<file path="src/rtl/ds_pkg.sv">
// shared types for the decode stage; machine mode only, RV64I subset, no compressed encodings
package ds_pkg;

  localparam int XLEN   = 64;
  localparam int INST_W = 32;
  localparam int GPR_AW = 5;
  localparam int CSR_AW = 12;

  localparam logic [CSR_AW-1:0] CSR_MTVEC  = 12'h305;
  localparam logic [CSR_AW-1:0] CSR_MEPC   = 12'h341;
  localparam logic [CSR_AW-1:0] CSR_MCAUSE = 12'h342;

  localparam logic [XLEN-1:0] CAUSE_ECALL_M = 64'd11; // env call from M-mode

  // major opcodes
  localparam logic [6:0] OPC_OP_IMM = 7'b0010011;
  localparam logic [6:0] OPC_OP     = 7'b0110011;
  localparam logic [6:0] OPC_LUI    = 7'b0110111;
  localparam logic [6:0] OPC_LOAD   = 7'b0000011;
  localparam logic [6:0] OPC_STORE  = 7'b0100011;
  localparam logic [6:0] OPC_BRANCH = 7'b1100011;
  localparam logic [6:0] OPC_JAL    = 7'b1101111;
  localparam logic [6:0] OPC_SYSTEM = 7'b1110011;

  // full words of the SYSTEM instructions without operands
  localparam logic [INST_W-1:0] INST_ECALL  = 32'h0000_0073;
  localparam logic [INST_W-1:0] INST_EBREAK = 32'h0010_0073;
  localparam logic [INST_W-1:0] INST_MRET   = 32'h3020_0073;

  typedef enum logic [1:0] {ALU_ADD, ALU_SUB, ALU_PASS_B} alu_op_e;
  typedef enum logic {MEM_NONE, MEM_D} mem_op_e;
  typedef enum logic [1:0] {BR_NONE, BR_BEQ, BR_BNE, BR_JAL} br_kind_e;

  typedef struct packed {
    logic [INST_W-1:0] inst;
    logic [XLEN-1:0]   pc;
  } fs_to_ds_t;

  typedef struct packed {
    alu_op_e alu_op;
    logic    use_imm;
    logic    gpr_wen;
    logic    mem_ren;
    logic    mem_wen;
    mem_op_e mem_op;
    logic    csr_wen;
    logic    csr_to_gpr; // old csr value goes to rd
    logic    ebreak;
    logic    illegal;
  } ctrl_t;

  typedef struct packed {
    logic [XLEN-1:0]   pc;
    logic [INST_W-1:0] inst;
    logic [XLEN-1:0]   rs1_data;
    logic [XLEN-1:0]   rs2_data;
    logic [XLEN-1:0]   csr_rdata;
    logic [XLEN-1:0]   imm;
    logic [GPR_AW-1:0] rd;
    logic [CSR_AW-1:0] csr;
    ctrl_t             ctrl;
  } ds_to_es_t;

  typedef struct packed {
    logic              gpr_wen;
    logic [GPR_AW-1:0] gpr_addr;
    logic [XLEN-1:0]   gpr_data;
    logic              csr_wen;
    logic [CSR_AW-1:0] csr_addr;
    logic [XLEN-1:0]   csr_data;
  } wb_to_rf_t;

  typedef struct packed {
    logic            taken;
    logic [XLEN-1:0] target;
  } br_bus_t;

endpackage
</file>
<file path="src/rtl/id_stage.sv">
// decode stage top; no bypass from write-back, stall logic covers the read-after-write window
`timescale 1ns/100ps

module id_stage (
  input  logic                      i_clk,
  input  logic                      i_rst,
  input  logic                      i_fs_valid,
  input  ds_pkg::fs_to_ds_t         i_fs,
  input  logic                      i_es_allowin,
  input  ds_pkg::wb_to_rf_t         i_wb,
  input  logic [ds_pkg::GPR_AW-1:0] i_es_rd,
  input  logic [ds_pkg::GPR_AW-1:0] i_ms_rd,
  input  logic [ds_pkg::GPR_AW-1:0] i_ws_rd,
  input  logic [ds_pkg::CSR_AW-1:0] i_es_csr,
  input  logic [ds_pkg::CSR_AW-1:0] i_ms_csr,
  input  logic [ds_pkg::CSR_AW-1:0] i_ws_csr,
  output logic                      o_ds_allowin,
  output logic                      o_es_valid,
  output ds_pkg::ds_to_es_t         o_es,
  output ds_pkg::br_bus_t           o_br
);
  import ds_pkg::*;

  fs_to_ds_t         ds_inst;
  logic              ds_fire;
  logic [GPR_AW-1:0] rs1, rs2, rd;
  logic              rs1_used, rs2_used, csr_used;
  logic [CSR_AW-1:0] csr;
  logic [XLEN-1:0]   imm, rs1_data, rs2_data, csr_rdata, mtvec, mepc;
  ctrl_t             ctrl;
  br_kind_e          br_kind;
  logic              ecall, mret;

  ds_stage_ctrl u_ctrl (
    .i_clk        (i_clk),
    .i_rst        (i_rst),
    .i_fs_valid   (i_fs_valid),
    .i_fs         (i_fs),
    .i_es_allowin (i_es_allowin),
    .i_rs1_used   (rs1_used),
    .i_rs2_used   (rs2_used),
    .i_csr_used   (csr_used),
    .i_rs1        (rs1),
    .i_rs2        (rs2),
    .i_csr        (csr),
    .i_es_rd      (i_es_rd),
    .i_ms_rd      (i_ms_rd),
    .i_ws_rd      (i_ws_rd),
    .i_es_csr     (i_es_csr),
    .i_ms_csr     (i_ms_csr),
    .i_ws_csr     (i_ws_csr),
    .o_ds_allowin (o_ds_allowin),
    .o_ds_valid   (),
    .o_ds_fire    (ds_fire),
    .o_es_valid   (o_es_valid),
    .o_inst       (ds_inst)
  );

  ds_decoder u_dec (
    .i_inst     (ds_inst.inst),
    .o_rs1      (rs1),
    .o_rs2      (rs2),
    .o_rd       (rd),
    .o_rs1_used (rs1_used),
    .o_rs2_used (rs2_used),
    .o_csr_used (csr_used),
    .o_imm      (imm),
    .o_csr      (csr),
    .o_ctrl     (ctrl),
    .o_br_kind  (br_kind),
    .o_ecall    (ecall),
    .o_mret     (mret)
  );

  ds_gpr_file u_gpr (
    .i_clk    (i_clk),
    .i_raddr1 (rs1),
    .i_raddr2 (rs2),
    .o_rdata1 (rs1_data),
    .o_rdata2 (rs2_data),
    .i_wen    (i_wb.gpr_wen),
    .i_waddr  (i_wb.gpr_addr),
    .i_wdata  (i_wb.gpr_data)
  );

  ds_csr_file u_csr (
    .i_clk   (i_clk),
    .i_rst   (i_rst),
    .i_raddr (csr),
    .o_rdata (csr_rdata),
    .i_wen   (i_wb.csr_wen),
    .i_waddr (i_wb.csr_addr),
    .i_wdata (i_wb.csr_data),
    .i_ecall (ecall && ds_fire), // side effect only on hand-off
    .i_epc   (ds_inst.pc),
    .o_mtvec (mtvec),
    .o_mepc  (mepc)
  );

  ds_branch_unit u_bru (
    .i_br_kind (br_kind),
    .i_ecall   (ecall),
    .i_mret    (mret),
    .i_valid   (o_es_valid),
    .i_pc      (ds_inst.pc),
    .i_imm     (imm),
    .i_rs1data (rs1_data),
    .i_rs2data (rs2_data),
    .i_mtvec   (mtvec),
    .i_mepc    (mepc),
    .o_br      (o_br)
  );

  assign o_es = '{pc: ds_inst.pc, inst: ds_inst.inst, rs1_data: rs1_data, rs2_data: rs2_data,
                  csr_rdata: csr_rdata, imm: imm, rd: rd, csr: csr, ctrl: ctrl};

endmodule

</file>
<file path="src/rtl/ds_stage_ctrl.sv">
// stage valid and instruction register; stalls on any in-flight gpr/csr destination that is read
`timescale 1ns/100ps

module ds_stage_ctrl (
  input  logic                      i_clk,
  input  logic                      i_rst,
  input  logic                      i_fs_valid,
  input  ds_pkg::fs_to_ds_t         i_fs,
  input  logic                      i_es_allowin,
  input  logic                      i_rs1_used,
  input  logic                      i_rs2_used,
  input  logic                      i_csr_used,
  input  logic [ds_pkg::GPR_AW-1:0] i_rs1,
  input  logic [ds_pkg::GPR_AW-1:0] i_rs2,
  input  logic [ds_pkg::CSR_AW-1:0] i_csr,
  input  logic [ds_pkg::GPR_AW-1:0] i_es_rd,
  input  logic [ds_pkg::GPR_AW-1:0] i_ms_rd,
  input  logic [ds_pkg::GPR_AW-1:0] i_ws_rd,
  input  logic [ds_pkg::CSR_AW-1:0] i_es_csr,
  input  logic [ds_pkg::CSR_AW-1:0] i_ms_csr,
  input  logic [ds_pkg::CSR_AW-1:0] i_ws_csr,
  output logic                      o_ds_allowin,
  output logic                      o_ds_valid,
  output logic                      o_ds_fire,
  output logic                      o_es_valid,
  output ds_pkg::fs_to_ds_t         o_inst
);
  import ds_pkg::*;

  logic      ds_valid;
  fs_to_ds_t inst_r;
  logic      hazard;

  function automatic logic gpr_hit(input logic [GPR_AW-1:0] rd);
    return (rd != '0) && ((i_rs1_used && rd == i_rs1) || (i_rs2_used && rd == i_rs2));
  endfunction

  function automatic logic csr_hit(input logic [CSR_AW-1:0] cd);
    return (cd != '0) && i_csr_used && (cd == i_csr);
  endfunction

  assign hazard = gpr_hit(i_es_rd) || gpr_hit(i_ms_rd) || gpr_hit(i_ws_rd)
               || csr_hit(i_es_csr) || csr_hit(i_ms_csr) || csr_hit(i_ws_csr);

  assign o_es_valid   = ds_valid && !hazard;
  assign o_ds_allowin = !ds_valid || (!hazard && i_es_allowin);
  assign o_ds_fire    = o_es_valid && i_es_allowin;
  assign o_ds_valid   = ds_valid;
  assign o_inst       = inst_r;

  always_ff @(posedge i_clk) begin
    if (i_rst) begin
      ds_valid <= 1'b0;
    end else if (o_ds_allowin) begin
      ds_valid <= i_fs_valid;
    end
  end

  always_ff @(posedge i_clk) begin
    if (i_fs_valid && o_ds_allowin) inst_r <= i_fs;
  end

  // held packet from fetch is fully known
  a_known_inst: assert property (
    @(posedge i_clk) disable iff (i_rst)
    ds_valid |-> !$isunknown(inst_r)
  );

endmodule

</file>
<file path="src/rtl/ds_branch_unit.sv">
// redirect select; ecall > mret > branch/jal, taken only when i_valid (stage valid and ready)
`timescale 1ns/100ps

module ds_branch_unit (
  input  ds_pkg::br_kind_e        i_br_kind,
  input  logic                    i_ecall,
  input  logic                    i_mret,
  input  logic                    i_valid,
  input  logic [ds_pkg::XLEN-1:0] i_pc,
  input  logic [ds_pkg::XLEN-1:0] i_imm,
  input  logic [ds_pkg::XLEN-1:0] i_rs1data,
  input  logic [ds_pkg::XLEN-1:0] i_rs2data,
  input  logic [ds_pkg::XLEN-1:0] i_mtvec,
  input  logic [ds_pkg::XLEN-1:0] i_mepc,
  output ds_pkg::br_bus_t         o_br
);
  import ds_pkg::*;

  logic            eq;
  logic            br_cond;
  logic [XLEN-1:0] pc_rel;

  assign eq     = (i_rs1data == i_rs2data);
  assign pc_rel = i_pc + i_imm;

  always_comb begin
    case (i_br_kind)
      BR_BEQ:  br_cond = eq;
      BR_BNE:  br_cond = !eq;
      BR_JAL:  br_cond = 1'b1;
      default: br_cond = 1'b0;
    endcase
  end

  assign o_br.taken  = i_valid && (i_ecall || i_mret || br_cond);
  assign o_br.target = i_ecall ? i_mtvec :
                       i_mret  ? i_mepc  : pc_rel;

endmodule

</file>
<file path="src/rtl/ds_csr_file.sv">
// mtvec, mepc, mcause only; other addresses read zero and ignore writes; ecall beats a same-edge write
`timescale 1ns/100ps

module ds_csr_file (
  input  logic                      i_clk,
  input  logic                      i_rst,
  input  logic [ds_pkg::CSR_AW-1:0] i_raddr,
  output logic [ds_pkg::XLEN-1:0]   o_rdata,
  input  logic                      i_wen,
  input  logic [ds_pkg::CSR_AW-1:0] i_waddr,
  input  logic [ds_pkg::XLEN-1:0]   i_wdata,
  input  logic                      i_ecall,
  input  logic [ds_pkg::XLEN-1:0]   i_epc,
  output logic [ds_pkg::XLEN-1:0]   o_mtvec,
  output logic [ds_pkg::XLEN-1:0]   o_mepc
);
  import ds_pkg::*;

  logic [XLEN-1:0] mtvec, mepc, mcause;

  always_ff @(posedge i_clk) begin
    if (i_rst) begin
      mtvec  <= '0;
      mepc   <= '0;
      mcause <= '0;
    end else begin
      if (i_wen) begin
        case (i_waddr)
          CSR_MTVEC:  mtvec  <= i_wdata;
          CSR_MEPC:   mepc   <= i_wdata;
          CSR_MCAUSE: mcause <= i_wdata;
          default: ;
        endcase
      end
      if (i_ecall) begin // trap entry
        mepc   <= i_epc;
        mcause <= CAUSE_ECALL_M;
      end
    end
  end

  always_comb begin
    case (i_raddr)
      CSR_MTVEC:  o_rdata = mtvec;
      CSR_MEPC:   o_rdata = mepc;
      CSR_MCAUSE: o_rdata = mcause;
      default:    o_rdata = '0;
    endcase
  end

  assign o_mtvec = mtvec;
  assign o_mepc  = mepc;

  // trap entry from decode and a retiring mepc write must not collide
  a_no_mepc_clash: assert property (
    @(posedge i_clk) disable iff (i_rst)
    !(i_ecall && i_wen && i_waddr == CSR_MEPC)
  );

endmodule

</file>
<file path="src/rtl/ds_gpr_file.sv">
// 32 x 64 gpr, combinational read, no reset, x0 reads zero; read-during-write returns old data
`timescale 1ns/100ps

module ds_gpr_file (
  input  logic                      i_clk,
  input  logic [ds_pkg::GPR_AW-1:0] i_raddr1,
  input  logic [ds_pkg::GPR_AW-1:0] i_raddr2,
  output logic [ds_pkg::XLEN-1:0]   o_rdata1,
  output logic [ds_pkg::XLEN-1:0]   o_rdata2,
  input  logic                      i_wen,
  input  logic [ds_pkg::GPR_AW-1:0] i_waddr,
  input  logic [ds_pkg::XLEN-1:0]   i_wdata
);
  import ds_pkg::*;

  logic [XLEN-1:0] regs [2**GPR_AW];

  always_ff @(posedge i_clk) begin
    if (i_wen && i_waddr != '0) begin
      regs[i_waddr] <= i_wdata;
    end
  end

  // entry 0 is never written
  assign o_rdata1 = (i_raddr1 == '0) ? '0 : regs[i_raddr1];
  assign o_rdata2 = (i_raddr2 == '0) ? '0 : regs[i_raddr2];

endmodule

</file>
<file path="src/rtl/ds_decoder.sv">
// combinational decode of ADDI ADD SUB LUI LD SD BEQ BNE JAL CSRRW ECALL MRET EBREAK, rest is illegal
`timescale 1ns/100ps

module ds_decoder (
  input  logic [ds_pkg::INST_W-1:0] i_inst,
  output logic [ds_pkg::GPR_AW-1:0] o_rs1,
  output logic [ds_pkg::GPR_AW-1:0] o_rs2,
  output logic [ds_pkg::GPR_AW-1:0] o_rd,
  output logic                      o_rs1_used,
  output logic                      o_rs2_used,
  output logic                      o_csr_used,
  output logic [ds_pkg::XLEN-1:0]   o_imm,
  output logic [ds_pkg::CSR_AW-1:0] o_csr,
  output ds_pkg::ctrl_t             o_ctrl,
  output ds_pkg::br_kind_e          o_br_kind,
  output logic                      o_ecall,
  output logic                      o_mret
);
  import ds_pkg::*;

  logic [6:0]      opcode;
  logic [2:0]      funct3;
  logic [6:0]      funct7;
  logic [XLEN-1:0] imm_i, imm_s, imm_b, imm_u, imm_j;

  assign opcode = i_inst[6:0];
  assign funct3 = i_inst[14:12];
  assign funct7 = i_inst[31:25];

  assign imm_i = {{52{i_inst[31]}}, i_inst[31:20]};
  assign imm_s = {{52{i_inst[31]}}, i_inst[31:25], i_inst[11:7]};
  assign imm_b = {{51{i_inst[31]}}, i_inst[31], i_inst[7], i_inst[30:25], i_inst[11:8], 1'b0};
  assign imm_u = {{32{i_inst[31]}}, i_inst[31:12], 12'b0};
  assign imm_j = {{43{i_inst[31]}}, i_inst[31], i_inst[19:12], i_inst[20], i_inst[30:21], 1'b0};

  always_comb begin
    o_ctrl     = '0; // all enables off unless a legal case sets them
    o_rs1      = i_inst[19:15];
    o_rs2      = i_inst[24:20];
    o_rs1_used = 1'b0;
    o_rs2_used = 1'b0;
    o_csr_used = 1'b0;
    o_csr      = '0;
    o_imm      = '0;
    o_br_kind  = BR_NONE;
    o_ecall    = 1'b0;
    o_mret     = 1'b0;
    case (opcode)
      OPC_OP_IMM: begin
        if (funct3 == 3'b000) begin // addi
          o_rs1_used     = 1'b1;
          o_imm          = imm_i;
          o_ctrl.use_imm = 1'b1;
          o_ctrl.gpr_wen = 1'b1;
        end else o_ctrl.illegal = 1'b1;
      end
      OPC_OP: begin
        if (funct3 == 3'b000 && (funct7 == 7'b0000000 || funct7 == 7'b0100000)) begin
          o_rs1_used     = 1'b1;
          o_rs2_used     = 1'b1;
          o_ctrl.alu_op  = funct7[5] ? ALU_SUB : ALU_ADD;
          o_ctrl.gpr_wen = 1'b1;
        end else o_ctrl.illegal = 1'b1;
      end
      OPC_LUI: begin
        o_imm          = imm_u;
        o_ctrl.alu_op  = ALU_PASS_B;
        o_ctrl.use_imm = 1'b1;
        o_ctrl.gpr_wen = 1'b1;
      end
      OPC_LOAD, OPC_STORE: begin
        if (funct3 == 3'b011) begin // ld / sd only
          o_rs1_used     = 1'b1;
          o_rs2_used     = (opcode == OPC_STORE);
          o_imm          = (opcode == OPC_STORE) ? imm_s : imm_i;
          o_ctrl.use_imm = 1'b1;
          o_ctrl.gpr_wen = (opcode == OPC_LOAD);
          o_ctrl.mem_ren = (opcode == OPC_LOAD);
          o_ctrl.mem_wen = (opcode == OPC_STORE);
          o_ctrl.mem_op  = MEM_D;
        end else o_ctrl.illegal = 1'b1;
      end
      OPC_BRANCH: begin
        if (funct3 == 3'b000 || funct3 == 3'b001) begin
          o_rs1_used    = 1'b1;
          o_rs2_used    = 1'b1;
          o_imm         = imm_b;
          o_ctrl.alu_op = ALU_SUB;
          o_br_kind     = funct3[0] ? BR_BNE : BR_BEQ;
        end else o_ctrl.illegal = 1'b1;
      end
      OPC_JAL: begin
        o_imm          = imm_j;
        o_ctrl.gpr_wen = 1'b1; // link value made downstream
        o_br_kind      = BR_JAL;
      end
      OPC_SYSTEM: begin
        if (funct3 == 3'b001) begin // csrrw
          o_rs1_used        = 1'b1;
          o_csr_used        = 1'b1;
          o_csr             = i_inst[31:20];
          o_ctrl.csr_wen    = 1'b1;
          o_ctrl.gpr_wen    = 1'b1;
          o_ctrl.csr_to_gpr = 1'b1;
        end else if (i_inst == INST_ECALL) begin
          o_csr_used = 1'b1; // redirect reads mtvec
          o_csr      = CSR_MTVEC;
          o_ecall    = 1'b1;
        end else if (i_inst == INST_MRET) begin
          o_csr_used = 1'b1;
          o_csr      = CSR_MEPC;
          o_mret     = 1'b1;
        end else if (i_inst == INST_EBREAK) begin
          o_rs1         = 5'd10; // a0 carries the exit code
          o_rs1_used    = 1'b1;
          o_ctrl.ebreak = 1'b1;
        end else o_ctrl.illegal = 1'b1;
      end
      default: o_ctrl.illegal = 1'b1;
    endcase
  end

  assign o_rd = o_ctrl.gpr_wen ? i_inst[11:7] : '0;

endmodule

</file>
<file path="config.mk">
export PLATFORM = sky130hd
export DESIGN_NAME = id_stage
export DESIGN_NICKNAME = d
export VERILOG_FILES = /design/src/rtl/ds_pkg.sv /design/src/rtl/id_stage.sv /design/src/rtl/ds_stage_ctrl.sv /design/src/rtl/ds_branch_unit.sv /design/src/rtl/ds_csr_file.sv /design/src/rtl/ds_gpr_file.sv /design/src/rtl/ds_decoder.sv
export SDC_FILE = /design/constraint.sdc
export NUM_CORES = 2
export LEC_CHECK = 0
export BUFFER_PORTS_ARGS = -buffer_cell sky130_fd_sc_hd__buf_2
export CAP_MARGIN = 20
export CORE_ASPECT_RATIO = 0.7
export CORE_MARGIN = 2
export CORE_UTILIZATION = 30
export CTS_CLUSTER_DIAMETER = 200
export DETAILED_ROUTE_END_ITERATION = 12
export GPL_ROUTABILITY_DRIVEN = 0
export PLACE_DENSITY_LB_ADDON = 0.08
export SETUP_SLACK_MARGIN = 0.3
export SLEW_MARGIN = 20
export SYNTH_ARGS = -nofsm -noshare
export SYNTH_HDL_FRONTEND = slang
export SYNTH_HIERARCHICAL = 1
export SYNTH_SLANG_ARGS = --single-unit
</file>
<file path="constraint.sdc">
create_clock -name i_clk -period 22.4 [get_ports i_clk]
set_input_delay 4.48 -clock i_clk [delete_from_list [all_inputs] [get_ports i_clk]]
set_output_delay 4.48 -clock i_clk [all_outputs]
set_load 0.01 [all_outputs]
</file>
-- Yosys cells after proc, flatten, opt, wreduce, memory -nomap -nowiden
Memory sizes are Yosys's and may differ from the RTL's. A register that Yosys moved wholly into a read port is not among the register bits.
Index checks and enable logic that the tools add are counted.
- reductions and logical operators: 60
- equal/unequal tests: 33
- mux-type cells: 75
- add/sub/neg operators: 1
- operators with widths (kind ; count):
    64-bit two-way mux ; 10
    64-bit case mux with 5 select lines ; 1
    64-bit case mux with 3 select lines ; 1
    12-bit by 10-bit equality test with 1-bit output, second input constant ; 6
    64-bit adder ; 1
    64-bit equality test ; 1
    5-bit two-way mux ; 9
    12-bit equality test ; 3
    12-bit two-way mux ; 3
    12-bit nonzero test ; 3
    32-bit by 21-bit equality test with 1-bit output, second input constant ; 1
    32-bit by 30-bit equality test with 1-bit output, second input constant ; 1
    32-bit by 7-bit equality test with 1-bit output, second input constant ; 1
    5-bit equality test ; 6
    1-bit two-way mux ; 29
    7-bit by 6-bit equality test with 1-bit output, second input constant ; 4
    1-bit logical AND ; 23
    7-bit equality test, second input constant ; 3
    5-bit nonzero test ; 4
    2-bit two-way mux ; 8
    1-bit logical OR ; 13
    4-bit two-way mux ; 3
    5-bit logical NOT ; 2
    10-bit two-way mux ; 1
    other kinds (18) ; 32
- logic and storage cells: 177
- output and inout port bits: 447
- memory bits (writable): 2048
- memories kept: 1
- bits of input ports: 298
- bits in registers: 289
- memory list (memory ; depth ; width ; rd ports ; clocked after Yosys merged registers in ; write ports ; RTL line ; source):
    u_gpr.regs ; 32 ; 64 ; 2 ; 1 ; 1 ; ds_gpr_file.sv:16 ; logic [XLEN-1:0] regs [2**GPR_AW];

-- Logic depth before layout (Yosys ltp)
- depth in word-level cells: 21
- depth in mapped cells: 20
- mapped depth without buffers: 17

-- Modules after synthesis
The synthesis kept the hierarchy.
- by module, submodules not included (module ; seq. area each (um^2) ; times used ; cells each ; area an instance (um^2)):
    ds_gpr_file ; 61499.0 ; 1 ; 4700 ; 94510.6
    ds_csr_file ; 3843.7 ; 1 ; 1159 ; 8614.5
    ds_branch_unit ; 0.0 ; 1 ; 839 ; 5657.9
    ds_stage_ctrl ; 2902.8 ; 1 ; 221 ; 3834.9
    ds_decoder ; 0.0 ; 1 ; 193 ; 1286.2
    id_stage ; 0.0 ; 1 ; 1 ; 6.3

-- Worst setup path after synthesis
Ideal clock, no wire load.
- path type: input port to flip-flop
- start point: input port i_ws_rd[1] (netlist bit)
- end point: register u_ctrl.inst_r, in the netlist u_ctrl/o_inst[0], enable pin
- data arrival time: 12899 ps
- setup time: 696 ps
- stages: 5
- setup slack: 8804 ps
- data required time: 21704 ps
- path buffers: 0
- cells stage by stage: or4_1 > nor2_1 > a21oi_1 > or4_4 > o32ai_1
- cells in the longest elaborated chain, start to end: 12
- elaborated cells between the ends (all ways): 15
- classes of those cells: eq/ne (2); reduce/logical (13)
- ends and longest elaborated chain (item ; RTL line ; source):
    start, declared ; id_stage.sv:13 ; input logic [ds_pkg::GPR_AW-1:0] i_ws_rd,
    5-bit equality test ; ds_stage_ctrl.sv:35 ; return (rd != '0) && ((i_rs1_used && rd == i_rs1) || (i_rs2_used && rd == i_rs2));
    1-bit logical AND ; ds_stage_ctrl.sv:35 ;
    1-bit logical OR ; ds_stage_ctrl.sv:35 ;
    1-bit logical AND (*) ; ds_stage_ctrl.sv:35 ;
    1-bit logical OR (*) ; ds_stage_ctrl.sv:42 ; assign hazard = gpr_hit(i_es_rd) || gpr_hit(i_ms_rd) || gpr_hit(i_ws_rd)
    1-bit logical OR (*) (3 in a row) ; ds_stage_ctrl.sv:43 ; || csr_hit(i_es_csr) || csr_hit(i_ms_csr) || csr_hit(i_ws_csr);
    1-bit logical NOT (*) ; ds_stage_ctrl.sv:46 ; assign o_ds_allowin = !ds_valid || (!hazard && i_es_allowin);
    1-bit logical AND (*) ; ds_stage_ctrl.sv:46 ;
    1-bit logical OR (*) ; ds_stage_ctrl.sv:46 ;
    1-bit logical AND (*) ; ds_stage_ctrl.sv:60 ; if (i_fs_valid && o_ds_allowin) inst_r <= i_fs;
    end signal, assigned ; ds_stage_ctrl.sv:60 ;
    end, declared ; ds_stage_ctrl.sv:31 ; fs_to_ds_t inst_r;
Mark *: on every way between the ends. The rest lies on a longest branch, timed or not.
A chain may end at the register's enable or synchronous reset.

==> metrics.txt <==
f_max=64.14 MHz; CTS H-tree depth=5; crit end category=primary output; Synth cell types=104; worst-case clock buffer depth=4; Root Buffer=clkbuf_16; Worst Path Class, Setup=register to primary output; crit start category=register; Die ar.=384700 um2; RSZ-0062 raised after global routing=false; leakage=43.85 nW; Synth Instances=7113; Routed WL per cell=37.21 um; pre-CTS WS=7.869 ns; max-slew violation count=0; Die Wd=740.5 um; antenna violations before repair=55; DRC=0; Layout Nets=8195; ys async rst share=0%; Hold Crit Class=register to register; number of global-route vias before repair=74750; layout cell share with drive strength beyond 1=30.14%; placed cell area=123400 um2; vias per inst=5.761; Worst Hold Depth=2; CP required=17.92 ns; multi-input logic area=42790 um2; number of detailed-route iterations in the first pass=6; Avg Cell Area, Syn=16.01 um2; Slew headroom=9.510%; die height=519.6 um; Final Util=34.86%; Synth area leader=edfxtp_1; Setup Buffers After CTS=0; worst vdd ir=0.05457 mV; ANT nets after route=0; area grow syn2layout=15.79%; top post-synthesis cells by area=edfxtp_1 (57%), mux4_2 (17%), mux2i_1 (4.3%); PostCTS Resize Cnt=0; # IOs=745; Routed WL=488200 um; Seq/Total Area, Yosys=59.91%; Starting DRT DRC Count=8793; design area=131900 um2; Synth Cell Area=113900 um2; total grt overflow=0; FP Rows=189; CTS clk-pin slew, worst paths=0.06 ns; first-pass GRT wire length=657800 um; CP Max Fanout=53; PnR worst setup slack=6.809 ns; Final Cycle Share=69.60%; endpoints failing setup=0; pin count of the biggest net entering global routing=83; Worst-Skew Late Latency=0.92 ns; core footprint=378400 um2; post-detail-place hpwl=288200 um; Max Cap Viol=0; depth of the worst register-to-register path=18; # fillers=36170; fin crit period=15.59 ns; initial core utilization=30.11%; total number of vias=75580; setup tns final=0 ns; YS warnings=6; post-synth top area share=56.52%; number of flops mapped to enable cells by yosys=2144; CP arrival=11.11 ns; Register Area=68250 um2; synthesis-stage register bit count=2337; Power per Cell Area=80.82 nW/um2; Hold Fails Final Rpt=0; Num CTS Buffers=266; clock sink count=2337; status=finished clean; GR Util All Layers=24.54%; worst-margin pin slew=1.354 ns; hold_buf cts=0; CTS tree=done; port bufs=744; commonest register cell after synthesis=edfxtp_1; Worst Skew=0.03830 ns
-- through the flow --
| step | instances | total power [mW] | hold slack (ns) |
|---|---|---|---|
| 2_1_floorplan | 7176 | 5.702 | 0.4323 |
| 3_3_place_gp | 12620 | 6.360 | 0.4382 |
| 4_1_cts | 13100 | 10.78 | 0.4513 |
| 3_5_place_dp | 12630 | 6.360 | 0.4435 |
| 5_1_grt | 13110 | 11.00 | 0.4672 |
| 6_report | 13120 | 10.66 | 0.4502 |
-- metal layers --
layer	vias up	GRT usage [%]	routed length [um]
met5	-	0	136
met4	20	5.789	12010
met3	608	4.611	38370
met2	3452	37.33	217100
met1	40860	36.27	220600
li1	30640	-	-
-- where the power goes --
| group | switching (mW) | leakage [nW] | internal (mW) |
|---|---|---|---|
| clock network | 1.91 | 4.09 | 2.49 |
| logic | 0.892 | 18.8 | 0.488 |
| registers | 0.0466 | 21.0 | 4.83 |
-- worst paths after layout --
check                                       start          endpoint  slack [ns]
worst max-delay path            u_ctrl/o_inst[95]          o_br[64]        6.81
worst min-delay path             u_csr/mcause[16]  u_csr/mcause[16]        0.45
worst max register to register  u_ctrl/o_inst[95]   u_csr/o_mepc[3]       15.83
worst min register to register   u_csr/mcause[16]  u_csr/mcause[16]        0.45
-- cells in the final DEF, fill, tap and decap left out, types with 39 or more instances in the layout --
master	n
o21a_1	39
a21o_1	51
ha_1	63
clkbuf_1	58
a21oi_1	289
or2_1	49
clkbuf_16	274
mux4_2	851
nand3_1	99
a22oi_1	205
edfxtp_1	2144
buf_4	203
dfxtp_1	193
mux2_2	75
o21ai_0	111
nor2_1	101
conb_1	64
nand4_1	45
a211oi_1	48
inv_1	48
clkinv_1	53
a221oi_1	67
o211ai_1	39
xor2_1	68
buf_2	743
nand2_1	549
mux2i_1	486
a31oi_1	72
xnor2_1	114
o22ai_1	157
-- area by class of cell --
cell class | count | area share [%]
diodes | 22 | 0.04174
clock buffers | 333 | 5.374
clock inverters | 139 | 0.9989
inverters | 50 | 0.1423
multi-input cells | 4200 | 32.44
flip-flops and latches | 2337 | 51.74
well taps | 5061 | 4.801
repair buffers | 978 | 4.460
-- worst max-delay path: stages, from the launching register on --
cell	delay (ns)
edfxtp_1	0.48
nor4_1	0.65
nand3b_1	0.21
nor3_1	0.32
and2_1	0.27
or2_4	0.54
buf_4	0.64
buf_4	0.75
buf_4	0.82
mux4_2	0.42
mux2i_1	0.22
o22ai_1	0.11
or2_1	0.27
xnor2_1	0.73
nand4_1	0.58
nor4_1	1.15
nand4_1	0.85
buf_4	0.41
mux2i_1	0.16
a21boi_0	0.23
buf_2	0.18
-- cells in the mapped netlist, drive strengths merged (135+ instances only) --
master,n
clkbuf,208
edfxtp,2144
nor2,135
o21ai,147
mux2i,486
a22oi,205
dfxtp,193
buf,381
a21oi,293
nand2,550
o22ai,157
mux4,857
-- cells by family after synthesis --
kind of cell | share of synthesized area [%]
flops | 59.91
mux | 21.98
compound gates | 8.272
simple gates | 4.536
buf+inv | 3.130
xor+xnor | 1.461
fa+ha+maj | 0.7096
other cells | 0.003292
-- sequential cells by signal (all words and copies together), names as in the netlist --
signal / flops
u_csr/mcause: 64
u_csr/o_mtvec: 64
u_gpr/regs: 2048
u_csr/o_mepc: 64
u_ctrl/o_inst: 96
u_ctrl/o_ds_valid: 1
Note: power is estimated with default switching activity, not from simulation.
